<file path="config.mk">
export PLATFORM = sky130hd
export DESIGN_NAME = program_flow
export DESIGN_NICKNAME = d
export VERILOG_FILES = /design/src/hw/isa_pkg.sv /design/src/hw/flow_pkg.sv /design/src/hw/branch_resolve.sv /design/src/hw/return_stack.sv /design/src/hw/pc_sequencer.sv /design/src/hw/program_flow.sv
export SDC_FILE = /design/constraint.sdc
export NUM_CORES = 1
export LEC_CHECK = 0
export ABC_AREA = 0
export BUFFER_PORTS_ARGS = -buffer_cell sky130_fd_sc_hd__clkbuf_2
export CORE_MARGIN = 10
export CORE_UTILIZATION = 59
export CTS_CLUSTER_SIZE = 16
export DETAILED_ROUTE_END_ITERATION = 16
export PLACE_DENSITY = 0.84
export SLEW_MARGIN = 20
export SYNTH_ARGS = -nofsm -noshare
export SYNTH_HDL_FRONTEND = slang
export SYNTH_HIERARCHICAL = 1
export SYNTH_SLANG_ARGS = --single-unit
</file>
<file path="constraint.sdc">
create_clock -name clk -period 7.1 [get_ports clk]
set_input_delay 1.065 -clock clk [delete_from_list [all_inputs] [get_ports clk]]
set_output_delay 1.065 -clock clk [all_outputs]
set_load 0.01 [all_outputs]
</file>
<file path="src/hw/isa_pkg.sv">
// Instruction-set package: address widths, ALU flags and branch condition codes
package isa_pkg;

    // Program address space
    localparam int addr_width = 16;   // Full PC width
    localparam int page_width = 12;   // Call target inside a 4K page

    typedef logic [addr_width-1:0] addr_t;

    // Branch condition field of the instruction word
    typedef enum logic [2:0] {
        cond_eq     = 3'b000,   // Z
        cond_lt     = 3'b001,   // N and not V
        cond_gt     = 3'b010,   // Not N, not V, not Z
        cond_ov     = 3'b011,   // V
        cond_ne     = 3'b100,   // Not Z
        cond_ge     = 3'b101,   // V or not N
        cond_le     = 3'b110,   // Z or (N and not V)
        cond_always = 3'b111    // Unconditional
    } cond_t;

    // ALU status flags, packed high to low as Z, V, N
    typedef struct packed {
        logic z;   // Result zero
        logic v;   // Signed overflow
        logic n;   // Result negative
    } flags_t;

endpackage

</file>
<file path="src/hw/flow_pkg.sv">
// Program-flow package: decoded flow requests, PC redirects and return stack sizing
package flow_pkg;

    import isa_pkg::*;

    // Return-address stack geometry
    localparam int stack_depth = 8;
    localparam int sp_width    = 3;   // Index bits, pointer carries one more

    // Kind of control transfer asked for by the decoder
    typedef enum logic [1:0] {
        flow_none   = 2'b00,
        flow_branch = 2'b01,
        flow_call   = 2'b10,
        flow_ret    = 2'b11
    } flow_kind_t;

    // Decoded request, one per instruction
    typedef struct packed {
        flow_kind_t              kind;
        cond_t                   cond;          // Only meaningful for branches
        logic signed [15:0]      offset;        // PC relative branch distance
        logic [page_width-1:0]   call_target;   // Low bits of call destination
    } flow_req_t;

    // New PC and whether to take it
    typedef struct packed {
        logic  taken;
        addr_t target;
    } redirect_t;

endpackage

</file>
<file path="src/hw/branch_resolve.sv">
// Branch resolver: turns a flow request, ALU flags and stack top into a PC redirect
module branch_resolve
    import isa_pkg::*, flow_pkg::*;
(
    input  flow_req_t req,
    input  flags_t    flags,
    input  addr_t     pc,
    input  addr_t     stack_top,
    output redirect_t redirect,
    output logic      update_done
);

    logic  cond_true;     // Condition code holds for current flags
    addr_t branch_addr;
    addr_t call_addr;

    // Condition code evaluation against Z, V, N
    function automatic logic cond_met(input cond_t cond, input flags_t f);
        logic met;
        case (cond)
            cond_eq: begin
                met = f.z;
            end
            cond_lt: begin
                met = f.n & ~f.v;
            end
            cond_gt: begin
                met = ~f.n & ~f.v & ~f.z;
            end
            cond_ov: begin
                met = f.v;
            end
            cond_ne: begin
                met = ~f.z;
            end
            cond_ge: begin
                met = f.v | ~f.n;
            end
            cond_le: begin
                met = f.z | (~f.v & f.n);
            end
            default: begin
                met = 1'b1;   // cond_always
            end
        endcase
        return met;
    endfunction

    assign cond_true = cond_met(req.cond, flags);

    // Branch target is formed whether or not the branch is taken
    assign branch_addr = pc + req.offset;

    // Calls stay inside the current 4K page
    assign call_addr = {pc[addr_width-1:page_width], req.call_target};

    always_comb begin
        redirect.taken  = 1'b0;
        redirect.target = '0;
        update_done     = 1'b0;
        case (req.kind)
            flow_branch: begin
                redirect.taken  = cond_true;
                redirect.target = branch_addr;
                update_done     = 1'b1;
            end
            flow_call: begin
                redirect.taken  = 1'b1;
                redirect.target = call_addr;
                update_done     = 1'b1;
            end
            flow_ret: begin
                redirect.taken  = 1'b1;
                redirect.target = stack_top;   // Zero when the stack is empty
                update_done     = 1'b1;
            end
            default: begin
                // flow_none leaves the defaults in place
                redirect.taken  = 1'b0;
                redirect.target = '0;
                update_done     = 1'b0;
            end
        endcase
    end

endmodule

</file>
<file path="src/hw/return_stack.sv">
// Return-address stack: pushes the return PC on call, pops on return, flags over/underflow
module return_stack
    import isa_pkg::*, flow_pkg::*;
(
    input  logic       clk,
    input  logic       reset,
    input  logic       stall,
    input  flow_kind_t kind,
    input  addr_t      pc,
    output addr_t      stack_top,
    output logic       stack_error
);

    localparam logic [sp_width:0] full_count = (sp_width + 1)'(stack_depth);

    addr_t             mem [stack_depth];
    logic [sp_width:0] sp;         // Number of valid entries
    logic [sp_width:0] sp_dec;
    logic              empty;
    logic              full;
    logic              do_push;
    logic              do_pop;
    logic              overflow;
    logic              underflow;

    assign empty  = (sp == '0);
    assign full   = (sp == full_count);
    assign sp_dec = sp - 1'b1;

    // Top entry, forced to zero when nothing is stored
    assign stack_top = empty ? '0 : mem[sp_dec[sp_width-1:0]];

    assign overflow  = (kind == flow_call) && full;
    assign underflow = (kind == flow_ret) && empty;

    assign do_push = !stall && (kind == flow_call) && !full;
    assign do_pop  = !stall && (kind == flow_ret) && !empty;

    // Held at zero while the pipe is frozen
    assign stack_error = !stall && (overflow || underflow);

    // Pointer
    always_ff @(posedge clk) begin
        if (reset) begin
            sp <= '0;
        end else if (do_push) begin
            sp <= sp + 1'b1;
        end else if (do_pop) begin
            sp <= sp_dec;
        end
    end

    // Entry storage, return lands after the call instruction
    always_ff @(posedge clk) begin
        if (do_push) begin
            mem[sp[sp_width-1:0]] <= pc + 16'd1;
        end
    end

endmodule

</file>
<file path="src/hw/pc_sequencer.sv">
// PC sequencer: program counter that steps by one, follows a taken redirect or holds
module pc_sequencer
    import isa_pkg::*, flow_pkg::*;
(
    input  logic      clk,
    input  logic      reset,
    input  logic      stall,
    input  redirect_t redirect,
    output addr_t     pc
);

    addr_t pc_inc;    // Sequential successor
    addr_t pc_next;

    assign pc_inc = pc + 16'd1;

    // Redirect wins over fall-through, stall wins over both
    always_comb begin
        if (stall) begin
            pc_next = pc;
        end else if (redirect.taken) begin
            pc_next = redirect.target;
        end else begin
            pc_next = pc_inc;
        end
    end

    always_ff @(posedge clk) begin
        if (reset) begin
            pc <= '0;   // Boot vector
        end else begin
            pc <= pc_next;
        end
    end

endmodule

</file>
<file path="src/hw/program_flow.sv">
// Program-flow unit top: PC sequencer, branch resolver and return-address stack
module program_flow
    import isa_pkg::*, flow_pkg::*;
(
    input  logic      clk,
    input  logic      reset,
    input  logic      stall,
    input  flow_req_t req,
    input  flags_t    flags,
    output addr_t     pc,
    output redirect_t redirect,
    output logic      update_done,
    output logic      stack_error
);

    addr_t stack_top;   // Return address for the current request

    pc_sequencer u_pc_sequencer (
        .clk      (clk),
        .reset    (reset),
        .stall    (stall),
        .redirect (redirect),
        .pc       (pc)
    );

    // Same-cycle resolution from decoded request
    branch_resolve u_branch_resolve (
        .req         (req),
        .flags       (flags),
        .pc          (pc),
        .stack_top   (stack_top),
        .redirect    (redirect),
        .update_done (update_done)
    );

    return_stack u_return_stack (
        .clk         (clk),
        .reset       (reset),
        .stall       (stall),
        .kind        (req.kind),
        .pc          (pc),
        .stack_top   (stack_top),
        .stack_error (stack_error)
    );

endmodule

</file>
# == Word-level counts from Yosys, hierarchy flattened ==
# Memory sizes are Yosys's and may differ from the RTL's.
# Index checks and enable logic that the tools add are counted.
# totals
regBits,20
elab_cells,49
memories,1
in_bits,39
out_inout_bits,35
ram_bits,128
# classes
addsub,4
muxes,9
bitwise,8
reduce_logical,15
n_eq_ne,10
# mem_list
name,depth,width,rd,rd_clocked_by_memory_dff,wr,line_no,source
u_return_stack.mem,8,16,1,0,1,return_stack.sv:16,addr_t mem [stack_depth];
# ops
operator,count
$pmux 17 s3,1
$mux 16,2
$add 16x1->16 const B,1
$add 16x16->16,1
$eq 3x3->1 const B,3
$mux 4,2
$logic_and 1x1->1,7
$pmux 1 s7,1
$eq 3x2->1 const B,2
$add 4x1->4 const B,1
$eq 2x2->1 const B,2
$eq 4x4->1 const B,1
$logic_not 4->1,1
$sub 4x1->4 const B,1
$and 1x1->1,3
$eq 3x1->1 const B,1
$logic_not 1->1,3
$logic_not 3->1,1
$mux 1,3
$not 1->1,3
$reduce_or 3->1,1
$eq 2x1->1 const B,1
$or 1x1->1,2
$reduce_bool 2->1,1
$logic_or 1x1->1,1

# == Logic depth before layout (Yosys ltp) ==
# logic_depth
word_depth,6
depth_mapped,16
depth_no_buf,13

# == Cells and area by module ==
# The synthesis kept the hierarchy.
# modules_own_cells
mod,seq_area_each_um2,area_each_um2,cells_each,n_inst
return_stack,3923.8,5472.7,307,1
branch_resolve,0.0,1182.4,163,1
pc_sequencer,320.3,1043.5,138,1

# == Least setup slack after synthesis ==
# Ideal clock, no wire load.
# synth_timing
path_kind,input to output
start,in req[12] (netlist bit)
end,out redirect[14] (netlist bit)
path_stages,9
t_required_ns,6.035
t_arrival_ns,2.838
path_slack_ns,3.197
n_path_buf,0
cell_sequence,ha_1 inv_1 fa_1 nor2b_4 o31a_4 o21ai_2 a211oi_1 nor4_1 o31ai_1
# synth_rtl
item,line_no,source
"start, declared",program_flow.sv:8,"input flow_req_t req,"
"end, declared",program_flow.sv:11,"output redirect_t redirect,"

==> impl_metrics.ini <==
[synth]
ys_types = 71
synth_xor_area_share_pct = 3.07
ys_async_sr_fraction_pct = 0
ys_seq_area_share_pct = 55.1
synth_commonest_cells = 128 x edfxtp_1, 63 x nand2_1, 41 x a21oi_1
synth-adder-area-share_pct = 3.35
synth_top_area_cell = edfxtp_1
synth_ff_type = edfxtp_1
synth_top_family_by_area = compound AO/OA/AOI/OAI gates
synth_compound_area_share_pct = 12.3
synth-edff-count = 128
synth_top_cells_by_area = edfxtp_1 50%, mux4_2 9.4%, dfxtp_1 5.2%, ha_1 3.1%, nand2_1 3.1%
synth_nets = 667
netlist_instances = 608
syn_area_per_cell_sq_um = 12.7
netlist_area_sq_mm = 0.00770
yosys.area.top_type_share_pct = 49.9
yosys.area_share.simple_pct = 12.1
synthMuxAreaShare_pct = 11.6
synth-seq-cells = 148
yosysWarnings = 6
synth_most_common_cell = edfxtp_1

[worst_setup_path]
crit_fanout = 19
critPathLaunch = u_return_stack/sp[1]
critPathMaxStageDelay_ns = 0.91
timing.rr.start = u_return_stack/sp[1]
critical_path_class = reg2out
critical_path.slowest_cell = ha_1
cp.required_ns = 6.03
path_buf_inv = 3
critPathLaunchType = register
cp-end-kind = primary output
path_cells = inv_1 -> ha_1 -> buf_4 -> mux4_2 -> nand2_1 -> a21oi_1 -> a22oi_1 -> o21ai_0 -> clkbuf_2
worstPathArrival_ns = 3.66
crit_family = adder cells

[route]
num_vias = 5685
drc = 0
drt-wirelength-per-cell_um = 23.5
drt_wl_total_um = 20100
ant_nets = 0
avgViaCountPerCell = 6.64
drtPass1Iterations = 5
drtIter0Drc = 933

[cts]
path_clk_slew_ns = 0.06
post_cts_buffers = 0
insertion_delay_ns = 0.42
cts.path.max_buffers = 2
cts_tree = built
cts_hold_buf = 0
cts_max_level = 4
cts_root_buf = clkbuf_16
cts_buffers = 17
cts_sinks = 148
cts_resized = 0

[power]
p_per_area_mw_per_mm2 = 235
ir_drop_uv = 144
p_leak_nw = 3.08

[place]
portBuffers = 73
dp.cells = 829
gp_congestion = 0.963
hpwl_um = 13100

[job]
cap_violations = 0

[final_layout]
area_growth_pct = 13.8
drive_gt1_share_pct = 24.7
diodes = 0
nNetsFinal = 735
fill_cells = 886
instances_no_fill = 856
fin_util_pct = 68.9

[floorplan]
dieArea_sq_mm = 0.0180
chipWidth_um = 134
fp.dieH_um = 134
start_util_pct = 60.5
rows = 41
coreArea_sq_mm = 0.0127
ios = 74

[timing]
fin_crit_sh_pct = 66.6
finalCriticalPeriod_ns = 4.73
fin_tns_setup_ns = 0
setup_viol = 0
rsz0062_at_grt = no
fmax_mhz = 212
hold_viol = 0
slew_headroom_pct = 25.7
tightest_slew_ns = 1.11
finClkSkew_ns = 0.00673
slew_violations = 0

[global_routing]
grt_max_degree = 41
grt_util_all_layers_pct = 21.7
grt_overflow = 0
grt_antenna_before_repair = 0
grt_pass1_wl_um = 30500
first_global_vias = 5548

[run_status]
status = complete, no violations

[hold_path]
hold_path_class = reg2reg
hp-start = u_return_stack/sp[0]
-- layout by cell type, fill, tap and decap left out, types with 4 or more instances in the layout --
cell / instances
nor2b_1: 7
edfxtp_1: 128
nor4_1: 5
nand3_1: 12
inv_1: 16
a22oi_1: 10
o21ai_0: 18
nor2_1: 35
a211oi_1: 4
a31oi_1: 7
a21o_1: 9
a22o_1: 6
buf_4: 6
nor3_1: 17
mux4_2: 32
mux2i_1: 7
clkbuf_16: 17
nor3_4: 4
nand2b_1: 7
dfxtp_1: 19
ha_1: 19
xor2_1: 14
nand2_1: 63
nor3b_1: 4
o21a_1: 4
a21oi_1: 41
clkbuf_2: 73
nand4_1: 6
xnor2_1: 11
mux2_2: 7
-- per-layer routing --
layer | part of all wire, % | global-route usage (%) | vias up
met1 | 39 | 27.1 | 2756
met2 | 48 | 34.8 | 405
met5 | 0 | 0 | -
met4 | 2.0 | 8.34 | 0
li1 | - | - | 2485
met3 | 10 | 6.31 | 39
-- flip-flops by register name, indices dropped and copies added, names as in the netlist --
| register | count |
|---|---|
| u_return_stack/sp | 4 |
| u_return_stack/mem | 128 |
| u_pc_sequencer/pc | 16 |
-- worst register-to-register path: stages, from the launching register on --
cell	delay, ns
dfxtp_1	0.55
inv_1	0.16
ha_1	0.91
buf_4	0.40
mux4_2	0.36
nand2_1	0.09
a21oi_1	0.11
a22oi_1	0.25
o21ai_0	0.22
mux2_2	0.33
o221a_1	0.24
-- metrics by stage --
stage	worst slack [ns]	hold WS [ns]	total power [mW]	cell area, sq um
floorplan	3.20	0.557	1.19	7700
global placement	2.95	0.523	1.28	8260
detailed placement	2.80	0.536	1.29	8260
CTS	2.42	0.544	2.06	8760
global route	2.23	0.585	2.13	8760
finish	2.37	0.540	2.06	8760
-- worst paths after layout --
| path | slack (ns) | cells after the start | to |
|---|---|---|---|
| worst max-delay path | 2.37 | 9 | redirect[6] |
| worst min-delay path | 0.54 | 3 | u_return_stack/sp[0] |
| worst max register to register | 3.37 | 10 | u_pc_sequencer/pc[6] |
| worst min register to register | 0.54 | 3 | u_return_stack/sp[0] |
-- power by group --
part	internal, mW	switching (mW)
Sequential	0.960	0.0239
Clock	0.466	0.320
Combinational	0.116	0.176
Total	1.54	0.521
-- logic make-up after synthesis --
family | count (synthesis)
DFF | 148
xor gates and xnor gates | 27
and+or+nand+nor | 184
adders and majority gates | 20
muxes | 48
AOI/OAI and AO/OA | 135
buffers and inverters | 46
-- area by class of cell --
type                       count  area, sq um  area share [%]
inverter                      16         60.1           0.685
clock buffer                  19          433            4.94
tap                          172          215            2.46
clock inverter                 8         66.3           0.757
multi-input combinational    414         3330            38.0
sequential                   148         4250            48.4
timing repair buffer          79          410            4.68
Power figures use the tool's default switching activity.
